File: src/verilog/arcade_io_pkg.sv
/*
 * Shared types and constants for the arcade cabinet I/O glue.
 * Covers PS/2 key events, joystick bit positions, the active-low
 * cabinet input bundle, colour words, DIP download settings and
 * the PLL management-bus retune values.
 */
package arcade_io_pkg;

	// ==================================================
	// Keyboard and joystick
	// ==================================================

	// Toggle flips once per key event
	typedef struct packed {
		logic       toggle;
		logic       pressed;
		logic       extended;
		logic [7:0] code;
	} ps2_key_t;

	// Set 2 scan codes used by the cabinet
	typedef enum logic [7:0] {
		KEY_FIRE    = 8'h14,
		KEY_START1  = 8'h16,
		KEY_START2  = 8'h1E,
		KEY_COIN1   = 8'h2E,
		KEY_COIN2   = 8'h36,
		KEY_SERVICE = 8'h46,
		KEY_PAUSE   = 8'h4D,
		KEY_LEFT    = 8'h6B,
		KEY_DOWN    = 8'h72,
		KEY_RIGHT   = 8'h74,
		KEY_UP      = 8'h75
	} key_code_t;

	// Bit positions in the 16-bit joystick word
	localparam int JOY_RIGHT  = 0;
	localparam int JOY_LEFT   = 1;
	localparam int JOY_DOWN   = 2;
	localparam int JOY_UP     = 3;
	localparam int JOY_FIRE   = 4;
	localparam int JOY_START1 = 5;
	localparam int JOY_COIN1  = 6;
	localparam int JOY_START2 = 7;
	localparam int JOY_PAUSE  = 8;

	// Game inputs, all active low
	typedef struct packed {
		logic [1:0] coin;    // coin2, coin1
		logic [1:0] start;   // start2, start1
		logic [3:0] p1_joy;  // right, left, down, up
		logic [3:0] p2_joy;
		logic       p1_fire;
		logic       p2_fire;
		logic       service;
		logic       pause;
	} cabinet_t;

	// ==================================================
	// Video and downloads
	// ==================================================

	typedef struct packed {
		logic [4:0] r;
		logic [4:0] g;
		logic [4:0] b;
	} rgb5_t;

	typedef struct packed {
		logic [7:0] r;
		logic [7:0] g;
		logic [7:0] b;
	} rgb8_t;

	// Resistor ladder weights, bit 0 in the low byte
	localparam logic [4:0][7:0] DAC_WEIGHTS = {8'h4D, 8'h40, 8'h35, 8'h24, 8'h19};

	localparam logic [7:0] DIP_INDEX         = 8'd254;
	localparam int         DIP_BYTES_DEFAULT = 2;

	// ==================================================
	// PLL reconfiguration
	// ==================================================

	// One management-bus write
	typedef struct packed {
		logic        write;
		logic [5:0]  address;
		logic [31:0] data;
	} pll_cfg_t;

	typedef enum logic [2:0] {
		STEP_IDLE,
		STEP_MODE,
		STEP_GAP1,
		STEP_GAP2,
		STEP_GAP3,
		STEP_FRAC,
		STEP_GAP4,
		STEP_START
	} cfg_step_t;

	localparam logic [5:0]  PLL_REG_MODE    = 6'd0;
	localparam logic [5:0]  PLL_REG_FRAC    = 6'd7;
	localparam logic [5:0]  PLL_REG_START   = 6'd2;
	localparam logic [31:0] PLL_FRAC_NATIVE = 32'd3639383488;
	localparam logic [31:0] PLL_FRAC_UNDER  = 32'd3262113561;

endpackage

File: src/verilog/arcade_io_top.sv
/*
 * Cabinet-side glue for the vertical shooter.
 * Wires the control inputs, DIP loader, colour DAC and PLL
 * retune sequencer, all on the single CLK_49M domain.
 */
module arcade_io_top #(
	parameter int DIP_BYTES = arcade_io_pkg::DIP_BYTES_DEFAULT
) (
	input  logic                    CLK_49M,
	input  logic                    reset,
	// Controls
	input  arcade_io_pkg::ps2_key_t ps2_key,
	input  logic [15:0]             joystick_0,
	input  logic [15:0]             joystick_1,
	// Download stream
	input  logic                    ioctl_wr,
	input  logic [7:0]              ioctl_index,
	input  logic [24:0]             ioctl_addr,
	input  logic [7:0]              ioctl_dout,
	// Video from the game
	input  arcade_io_pkg::rgb5_t    game_rgb,
	// PLL control
	input  logic                    underclock,
	input  logic                    pll_waitrequest,
	output arcade_io_pkg::cabinet_t cabinet,
	output logic [8*DIP_BYTES-1:0]  dip_sw,
	output arcade_io_pkg::rgb8_t    vga_rgb,
	output arcade_io_pkg::pll_cfg_t pll_cfg
);

	// ==================================================
	// Controls and switches
	// ==================================================
	cabinet_inputs u_cabinet_inputs (
		.CLK_49M    (CLK_49M),
		.reset      (reset),
		.ps2_key    (ps2_key),
		.joystick_0 (joystick_0),
		.joystick_1 (joystick_1),
		.cabinet    (cabinet)
	);

	dip_switch_loader #(
		.DIP_BYTES (DIP_BYTES)
	) u_dip_switch_loader (
		.CLK_49M     (CLK_49M),
		.reset       (reset),
		.ioctl_wr    (ioctl_wr),
		.ioctl_index (ioctl_index),
		.ioctl_addr  (ioctl_addr),
		.ioctl_dout  (ioctl_dout),
		.dip_sw      (dip_sw)
	);

	// ==================================================
	// Video and clocking
	// ==================================================
	color_dac u_color_dac (
		.CLK_49M  (CLK_49M),
		.reset    (reset),
		.game_rgb (game_rgb),
		.vga_rgb  (vga_rgb)
	);

	pll_reconfig_seq u_pll_reconfig_seq (
		.CLK_49M         (CLK_49M),
		.reset           (reset),
		.underclock      (underclock),
		.pll_waitrequest (pll_waitrequest),
		.pll_cfg         (pll_cfg)
	);

endmodule

File: src/verilog/cabinet_inputs.sv
/*
 * Keyboard and joystick front end for the cabinet controls.
 * Holds arcade button state from PS/2 key events, merges it with
 * both joysticks and registers the result as active-low inputs.
 */
module cabinet_inputs (
	input  logic                    CLK_49M,
	input  logic                    reset,
	input  arcade_io_pkg::ps2_key_t ps2_key,
	input  logic [15:0]             joystick_0,
	input  logic [15:0]             joystick_1,
	output arcade_io_pkg::cabinet_t cabinet
);

	// Previous toggle, for edge detection
	logic old_toggle;

	// Held keyboard buttons, active high
	logic btn_up, btn_down, btn_left, btn_right, btn_fire;
	logic btn_start1, btn_start2, btn_coin1, btn_coin2;
	logic btn_service, btn_pause;

	// Either joystick
	logic [15:0] joy_any;

	arcade_io_pkg::cabinet_t merged;

	// ==================================================
	// Key event decode
	// ==================================================
	always_ff @(posedge CLK_49M) begin
		if (reset) begin
			// Track the current toggle so reset release is not an event
			old_toggle  <= ps2_key.toggle;
			btn_up      <= 1'b0;
			btn_down    <= 1'b0;
			btn_left    <= 1'b0;
			btn_right   <= 1'b0;
			btn_fire    <= 1'b0;
			btn_start1  <= 1'b0;
			btn_start2  <= 1'b0;
			btn_coin1   <= 1'b0;
			btn_coin2   <= 1'b0;
			btn_service <= 1'b0;
			btn_pause   <= 1'b0;
		end else begin
			old_toggle <= ps2_key.toggle;
			if (old_toggle != ps2_key.toggle) begin
				// One event, one button
				case (ps2_key.code)
					arcade_io_pkg::KEY_START1:  btn_start1  <= ps2_key.pressed;
					arcade_io_pkg::KEY_START2:  btn_start2  <= ps2_key.pressed;
					arcade_io_pkg::KEY_COIN1:   btn_coin1   <= ps2_key.pressed;
					arcade_io_pkg::KEY_COIN2:   btn_coin2   <= ps2_key.pressed;
					arcade_io_pkg::KEY_SERVICE: btn_service <= ps2_key.pressed;
					arcade_io_pkg::KEY_PAUSE:   btn_pause   <= ps2_key.pressed;
					arcade_io_pkg::KEY_UP:      btn_up      <= ps2_key.pressed;
					arcade_io_pkg::KEY_DOWN:    btn_down    <= ps2_key.pressed;
					arcade_io_pkg::KEY_LEFT:    btn_left    <= ps2_key.pressed;
					arcade_io_pkg::KEY_RIGHT:   btn_right   <= ps2_key.pressed;
					arcade_io_pkg::KEY_FIRE:    btn_fire    <= ps2_key.pressed;
					default: ;
				endcase
			end
		end
	end

	// ==================================================
	// Merge with joysticks
	// ==================================================
	assign joy_any = joystick_0 | joystick_1;

	always_comb begin
		// Player 1 controls
		merged.p1_joy  = {btn_right | joystick_0[arcade_io_pkg::JOY_RIGHT],
		                  btn_left  | joystick_0[arcade_io_pkg::JOY_LEFT],
		                  btn_down  | joystick_0[arcade_io_pkg::JOY_DOWN],
		                  btn_up    | joystick_0[arcade_io_pkg::JOY_UP]};
		merged.p1_fire = btn_fire | joystick_0[arcade_io_pkg::JOY_FIRE];
		// Player 2 shares the keyboard
		merged.p2_joy  = {btn_right | joystick_1[arcade_io_pkg::JOY_RIGHT],
		                  btn_left  | joystick_1[arcade_io_pkg::JOY_LEFT],
		                  btn_down  | joystick_1[arcade_io_pkg::JOY_DOWN],
		                  btn_up    | joystick_1[arcade_io_pkg::JOY_UP]};
		merged.p2_fire = btn_fire | joystick_1[arcade_io_pkg::JOY_FIRE];
		// Start, coin and pause from any pad
		merged.start   = {btn_start2 | joy_any[arcade_io_pkg::JOY_START2],
		                  btn_start1 | joy_any[arcade_io_pkg::JOY_START1]};
		merged.coin    = {btn_coin2, btn_coin1 | joy_any[arcade_io_pkg::JOY_COIN1]};
		merged.pause   = btn_pause | joy_any[arcade_io_pkg::JOY_PAUSE];
		// Keyboard only
		merged.service = btn_service;
	end

	// Active low, registered
	always_ff @(posedge CLK_49M) begin
		if (reset) begin
			cabinet <= '1;
		end else begin
			cabinet <= ~merged;
		end
	end

endmodule

File: src/verilog/color_dac.sv
/*
 * Colour output stage modelling the board's resistor ladder.
 * Each 5-bit channel becomes an 8-bit intensity, the sum of the
 * ladder weights of its set bits, with one cycle of latency.
 */
module color_dac (
	input  logic                 CLK_49M,
	input  logic                 reset,
	input  arcade_io_pkg::rgb5_t game_rgb,
	output arcade_io_pkg::rgb8_t vga_rgb
);

	// Weighted sum for one channel
	function automatic logic [7:0] ladder(input logic [4:0] level);
		logic [7:0] sum;
		sum = 8'h00;
		for (int i = 0; i < 5; i++) begin
			if (level[i])
				sum = sum + arcade_io_pkg::DAC_WEIGHTS[i];
		end
		return sum;
	endfunction

	arcade_io_pkg::rgb8_t weighted;

	always_comb begin
		weighted.r = ladder(game_rgb.r);
		weighted.g = ladder(game_rgb.g);
		weighted.b = ladder(game_rgb.b);
	end

	// New pixel every clock
	always_ff @(posedge CLK_49M) begin
		if (reset) begin
			vga_rgb <= '0;
		end else begin
			vga_rgb <= weighted;
		end
	end

endmodule

File: src/verilog/dip_switch_loader.sv
/*
 * DIP switch bank loaded from the download stream.
 * Bytes written at the DIP index are stored by address and
 * presented inverted as the active-low switch inputs of the game.
 */
module dip_switch_loader #(
	parameter int DIP_BYTES = arcade_io_pkg::DIP_BYTES_DEFAULT
) (
	input  logic                   CLK_49M,
	input  logic                   reset,
	input  logic                   ioctl_wr,
	input  logic [7:0]             ioctl_index,
	input  logic [24:0]            ioctl_addr,
	input  logic [7:0]             ioctl_dout,
	output logic [8*DIP_BYTES-1:0] dip_sw
);

	// Stored bytes, byte 0 lowest
	logic [DIP_BYTES-1:0][7:0] dip_bytes;

	// Write aimed at the DIP bank
	logic dip_hit;

	assign dip_hit = ioctl_wr && (ioctl_index == arcade_io_pkg::DIP_INDEX) &&
	                 (ioctl_addr < 25'(DIP_BYTES));

	always_ff @(posedge CLK_49M) begin
		if (reset) begin
			dip_bytes <= '0;
		end else if (dip_hit) begin
			for (int i = 0; i < DIP_BYTES; i++) begin
				if (ioctl_addr == 25'(i))
					dip_bytes[i] <= ioctl_dout;
			end
		end
	end

	// Switch bank is active low
	assign dip_sw = ~dip_bytes;

endmodule

File: src/verilog/pll_reconfig_seq.sv
/*
 * PLL retune sequencer for the 60 Hz underclock option.
 * A settled change of the underclock bit issues three management
 * writes (mode, fractional divider, start) paced by wait-request.
 */
module pll_reconfig_seq (
	input  logic                    CLK_49M,
	input  logic                    reset,
	input  logic                    underclock,
	input  logic                    pll_waitrequest,
	output arcade_io_pkg::pll_cfg_t pll_cfg
);

	// Two-stage synchronizer
	logic uc_meta, uc_sync;

	// Setting the PLL currently runs at
	logic uc_applied;

	arcade_io_pkg::cfg_step_t step;

	// Write strobe and payload
	logic        cfg_write;
	logic [5:0]  cfg_address;
	logic [31:0] cfg_data;

	logic start_seq;

	// Stable new value seen
	assign start_seq = (uc_sync == uc_meta) && (uc_sync != uc_applied);

	always_ff @(posedge CLK_49M) begin
		if (reset) begin
			uc_meta    <= 1'b0;
			uc_sync    <= 1'b0;
			uc_applied <= 1'b0;
			step       <= arcade_io_pkg::STEP_IDLE;
			cfg_write  <= 1'b0;
		end else begin
			uc_meta   <= underclock;
			uc_sync   <= uc_meta;
			cfg_write <= 1'b0;

			if (start_seq) begin
				step       <= arcade_io_pkg::STEP_MODE;
				uc_applied <= uc_sync;
			end

			// Hold while the bus is busy
			if (!pll_waitrequest) begin
				// STEP_START wraps back to idle
				if (step != arcade_io_pkg::STEP_IDLE)
					step <= arcade_io_pkg::cfg_step_t'(step + 3'd1);
				case (step)
					arcade_io_pkg::STEP_MODE: begin
						cfg_write   <= 1'b1;
						cfg_address <= arcade_io_pkg::PLL_REG_MODE;
						cfg_data    <= 32'd0;
					end
					arcade_io_pkg::STEP_FRAC: begin
						cfg_write   <= 1'b1;
						cfg_address <= arcade_io_pkg::PLL_REG_FRAC;
						cfg_data    <= uc_applied ? arcade_io_pkg::PLL_FRAC_UNDER :
						                            arcade_io_pkg::PLL_FRAC_NATIVE;
					end
					arcade_io_pkg::STEP_START: begin
						cfg_write   <= 1'b1;
						cfg_address <= arcade_io_pkg::PLL_REG_START;
						cfg_data    <= 32'd0;
					end
					default: ;
				endcase
			end
		end
	end

	assign pll_cfg.write   = cfg_write;
	assign pll_cfg.address = cfg_address;
	assign pll_cfg.data    = cfg_data;

endmodule
File: config.mk
export PLATFORM = sky130hd
export DESIGN_NAME = arcade_io_top
export DESIGN_NICKNAME = d
export VERILOG_FILES = /design/src/verilog/arcade_io_pkg.sv /design/src/verilog/arcade_io_top.sv /design/src/verilog/cabinet_inputs.sv /design/src/verilog/color_dac.sv /design/src/verilog/dip_switch_loader.sv /design/src/verilog/pll_reconfig_seq.sv
export SDC_FILE = /design/constraint.sdc
export NUM_CORES = 1
export LEC_CHECK = 0
export ABC_AREA = 1
export BUFFER_PORTS_ARGS = -buffer_cell sky130_fd_sc_hd__buf_4
export CORE_MARGIN = 8
export CORE_UTILIZATION = 45
export CTS_BUF_LIST = sky130_fd_sc_hd__clkbuf_8
export DETAILED_ROUTE_END_ITERATION = 10
export GPL_TIMING_DRIVEN = 0
export PLACE_DENSITY = 0.87
export SYNTH_ARGS = -nofsm -noshare
export SYNTH_HDL_FRONTEND = slang
export SYNTH_SLANG_ARGS = --single-unit
File: constraint.sdc
create_clock -name CLK_49M -period 2.8 [get_ports CLK_49M]
set_input_delay 0.56 -clock CLK_49M [delete_from_list [all_inputs] [get_ports CLK_49M]]
set_output_delay 0.56 -clock CLK_49M [all_outputs]
set_load 0.005 [all_outputs]
## Yosys cells after proc, flatten, opt, wreduce, memory -nomap -nowiden

Cells that the tools add are included.

| word-level totals | value |
|---|---|
| memories | 0 |
| input port bits | 104 |
| latch bits | 0 |
| bits in read-only memories | 0 |
| memory bits (writable) | 0 |
| output and inout port bits | 95 |
| register bits after elaboration | 113 |

| operators by class | value |
|---|---|
| equality and inequality tests | 19 |
| bitwise operators | 19 |
| multiplexer cells | 22 |
| add/subtract/negate cells | 13 |
| $lt $le $gt $ge | 1 |
| reductions and logical operators | 25 |
| multiply operators | 0 |
| divide/modulo/power cells | 0 |
| shift operators | 0 |

Operators with widths:

| operator | count |
|---|---|
| two-way mux 8 bit | 12 |
| case mux 32 bit (2 select lines) | 1 |
| adder 8 x 7 -> 8 bit, second input constant | 6 |
| equality test 8 x 7 -> 1 bit, second input constant | 6 |
| inverter 16 bit | 2 |
| two-way mux 29 bit | 1 |
| AND reduction 2 bit | 13 |
| equality test 25 x 1 -> 1 bit, second input constant | 1 |
| zero test 25 bit | 1 |
| less-than comparator 25 x 2 -> 1 bit, second input constant | 1 |
| adder 8 x 6 -> 8 bit, second input constant | 3 |
| equality test 8 x 5 -> 1 bit, second input constant | 3 |
| adder 5 x 6 -> 7 bit, second input constant | 3 |
| case mux 6 bit (3 select lines) | 1 |
| equality test 8 x 6 -> 1 bit, second input constant | 2 |
| two-way mux 5 bit | 3 |
| bitwise OR 1 bit | 14 |
| two-way mux 3 bit | 3 |
| bitwise OR 9 bit | 1 |
| equality test 8 bit, second input constant | 1 |
| equality test 3 bit, second input constant | 2 |
| AND reduction 3 bit | 2 |
| nonzero test 3 bit | 2 |
| OR reduction 2 bit | 2 |
| 9 further kinds | 13 |

## Depth between registers and ports, before layout

| depth | value |
|---|---|
| depth after elaboration | 9 |
| mapped depth | 11 |

## Cells and area by module

From an unflattened synthesis, not the netlist that was laid out.

| unflattened totals | value |
|---|---|
| cell total of the unflattened synthesis | 655 |
| area total of the unflattened synthesis | 4570.6 um^2 |

By module, submodules not included:

| module | times used | area each (um^2) | sequential area each (um^2) | cells an instance |
|---|---|---|---|---|
| color_dac | 1 | 1576.5 | 480.5 | 228 |
| cabinet_inputs | 1 | 1244.9 | 560.5 | 171 |
| dip_switch_loader | 1 | 888.4 | 320.3 | 152 |
| pll_reconfig_seq | 1 | 860.8 | 320.3 | 104 |

## Worst setup path before layout

Ideal clock, no wire load.

| timing | value |
|---|---|
| path type | input to register |
| start point | input game_rgb[0] (netlist name) |
| end point | register u_color_dac.vga_rgb[7] (netlist name) |
| setup time | 0.115 ns |
| data arrival time | 1.571 ns |
| data required time | 2.685 ns |
| cell stages on the path | 8 |
| path buffers | 0 |
| path slack | 1.114 ns |
| cells stage by stage | inv_1 -> ha_1 -> o21ai_0 -> nand2_1 -> nand2_1 -> nand2_1 -> a21oi_1 -> nor2_1 |

| between the ends | value |
|---|---|
| cells in the longest elaborated chain, start to end | 9 |

Ends and longest elaborated chain:

| what | line | text |
|---|---|---|
| from (decl) | arcade_io_top.sv:21 | `input arcade_io_pkg::rgb5_t game_rgb,` |
| two-way mux 5 bit (*) | color_dac.sv:18 | `if (level[i])` |
| adder 5 x 6 -> 7 bit | color_dac.sv:19 | `sum = sum + arcade_io_pkg::DAC_WEIGHTS[i];` |
| two-way mux 8 bit (*) | color_dac.sv:18 |  |
| adder 8 x 6 -> 8 bit | color_dac.sv:19 |  |
| two-way mux 8 bit (*) | color_dac.sv:18 |  |
| adder 8 x 7 -> 8 bit | color_dac.sv:19 |  |
| two-way mux 8 bit (*) | color_dac.sv:18 |  |
| adder 8 x 7 -> 8 bit | color_dac.sv:19 |  |
| two-way mux 8 bit (*) | color_dac.sv:18 |  |

Mark *: on every way between the ends. The rest lies on a longest branch, timed or not.
A chain may end at the register's enable or synchronous reset.

==> flow_summary.ini <==
[yosys]
avgSynthCellArea_sq_um = 7.306
synth_edf_count = 6
yosysUniqueCellTypes = 33
synthCells = 540
ys_warn_count = 0
yosysMostFrequentCell = nand2_1
async_flop_share_pct = 0
ys_ff_latch = 81
yosys-top-cells-count = 109 x nand2_1, 87 x nor2_1, 75 x dfxtp_1, 69 x inv_1, 36 x o21ai_0
yosysTopAreaCell = dfxtp_1
ys_seq_area_share_pct = 42.63
synthFlopType = dfxtp_1
synth_area_leaders = dfxtp_1 38%, nand2_1 10%, nor2_1 8.3%, inv_1 6.6%, buf_4 6.5%
synth_top_area_share_pct = 38.06
synth_area_sq_mm = 0.003945

[floorplan]
start_util_pct = 45.91
core_sq_mm = 0.008593
die_area_sq_mm = 0.01202
io_pins = 199
num_rows = 34
dieWidth_um = 109.6
die_y_um = 109.6

[timing]
setup_tns_ns = 0
hold_viol = 0
fmax_mhz = 578.4
worstMarginPinSlew_ns = 0.6184
slew_headroom_pct = 58.77
worst_hold_slack_ns = 0.3303
finalCritPeriodShare_pct = 61.74
period_minus_slack_ns = 1.729
fin_skew_ns = 0.01250
slew_viol_final = 0
rsz0062_at_grt = false
setup_viol = 0

[clock_network]
cts_inserted_buffers = 9
post_cts_resized = 0
clock_path_buffers = 2
clock_sinks = 81
clock_latency_ns = 0.35
htree_levels = 3
clockRootBuffer = clkbuf_8
cts_hold_buf = 0
clk_pin_slew_worst_paths_ns = 0.09
post_cts_buffers = 0
cts_tree = yes

[worst_hold_path]
worstHoldPathCells = 1
worst_hold_path_type = input port to register

[detailed_routing]
first_pass_iters = 4
drt-vias-per-instance = 4.728
drc = 0
ant_nets = 0
drt_iter0_drc = 140
num_vias = 3981
routedWlPerCell_um = 13.41
postRouteWirelength_mm = 11.29

[placement]
hpwl_mm = 9.041
place_congestion = 0.8924
port_buffers = 168
dp_cells = 826
place_area_sq_mm = 0.005379

[global_route]
antenna_found_initial = 0
grt_pass1_wl_mm = 16.99
grt_max_degree = 14
globalRouteOverflowTotal = 0
grt_usage_pct = 17.62
grt_pass1_vias = 3977

[critical_path]
crit_buf_inv = 2
cp_common_cell = buf_4
critical_path_arrival_ns = 1.17
critical_path_class = register to output pin
r2r_cells = 8
cp_max_fo = 9
cp-end-kind = output pin
critPathTopFamily = flip-flops
start_kind = register
cpMaxStageDelayCell = edfxtp_1
required_ns = 2.24
crit_chain = buf_4 -> buf_4
path_depth = 2
critPathMaxStageDelay_ns = 0.52

[finish]
area_growth_pct = 41.10
antennaDiodeCount = 0
final_layout_size_suffix_gt1_share_pct = 31.20
stdcell_area_sq_mm = 0.005567
nets = 852
stdcell_count = 842

[power_and_ir_drop]
p_leak_uw = 0.002882
peakVddDrop_uv = 250.2
powerDensity_mw_per_mm2 = 450.1
p_total_uw = 2506

[outcome]
status = finished clean

[job]
maxCapViolCount = 0
[worst register-to-register path: stages (launching register included)]
cell and delay, ns:
dfxtp_1 0.34, inv_1 0.04, nand2_1 0.06, nand2_1 0.07, nor2_1 0.28, nand2_1 0.12, nor2_1 0.16, nor2_1 0.06
a211oi_1 0.15
[metal layers]
layer / vias up / track usage [%] / routed length [um] / share of wire [%]
li1: 2025 / - / - / -
met1: 1779 / 17.27 / 4155 / 37
met2: 159 / 32.82 / 5699 / 50
met3: 18 / 6.096 / 1267 / 11
met4: 0 / 7.522 / 168 / 1.5
met5: - / 0 / 0 / 0
[registers in the layout, summed over array words and instances (netlist names), 2 cells and up]
| name | count |
|---|---|
| u_cabinet_inputs.cabinet | 16 |
| u_pll_reconfig_seq.cfg_data | 4 |
| u_dip_switch_loader.dip_bytes | 16 |
| u_color_dac.vga_rgb | 24 |
| u_pll_reconfig_seq.cfg_address | 2 |
| u_pll_reconfig_seq.step | 3 |
[layout by cell type, fill, tap and decap left out, types with 10 or more instances in the layout]
cell,count
nand2_1,109
clkbuf_8,10
inv_1,71
ha_1,19
o21ai_0,36
dfxtp_1,75
nor2_1,87
a21oi_1,31
conb_1,11
buf_4,202
nand3_1,21
[metrics by stage]
stage / setup slack (ns) / utilization [%]
2_1_floorplan: 1.114 / -
3_3_place_gp: 0.8935 / 62.59
3_5_place_dp: 0.7966 / 62.59
4_1_cts: 1.053 / 64.78
5_1_grt: 0.9787 / 64.78
6_report: 1.071 / 64.78
[power breakdown]
part / switching [uW] / total [uW] / internal [uW] / leakage (uW)
Sequential: 19.6 / 1240 / 1220 / 0.000667
Combinational: 210 / 439 / 229 / 0.00211
Clock: 424 / 829 / 405 / 0.000102
[kinds of logic after synthesis]
group / after synthesis / synth area share, %
and+or+nand+nor: 241 / 25.06
buffers and inverters: 117 / 15.03
DFF: 81 / 42.63
AOI/OAI and AO/OA: 79 / 10.72
adders and majority gates: 19 / 6.026
xor gates and xnor gates: 2 / 0.4441
other: 1 / 0.09506
[path summary, 6_finish.rpt]
| check | to | startpoint | slack, ns |
|---|---|---|---|
| hold / removal | u_cabinet_inputs.old_toggle | ps2_key[10] | 0.33 |
| setup / recovery | pll_cfg[4] | u_pll_reconfig_seq.cfg_data[25] | 1.07 |
| hold reg to reg | u_cabinet_inputs.cabinet[15] | u_cabinet_inputs.btn_coin2 | 0.38 |
| setup reg to reg | u_cabinet_inputs.btn_coin2 | u_cabinet_inputs.old_toggle | 1.42 |
[area by class of cell]
class	count	area [sq um]
Buffer	47	330.3
Clock buffer	9	123.9
Clock inverter	7	63.81
Fill cell	702	3027
Inverter	70	262.8
Multi-Input combinational cell	352	1708
Sequential cell	81	1682
Tap cell	108	135.1
Timing Repair Buffer	168	1261
Note: power is estimated with default switching activity, not from simulation.
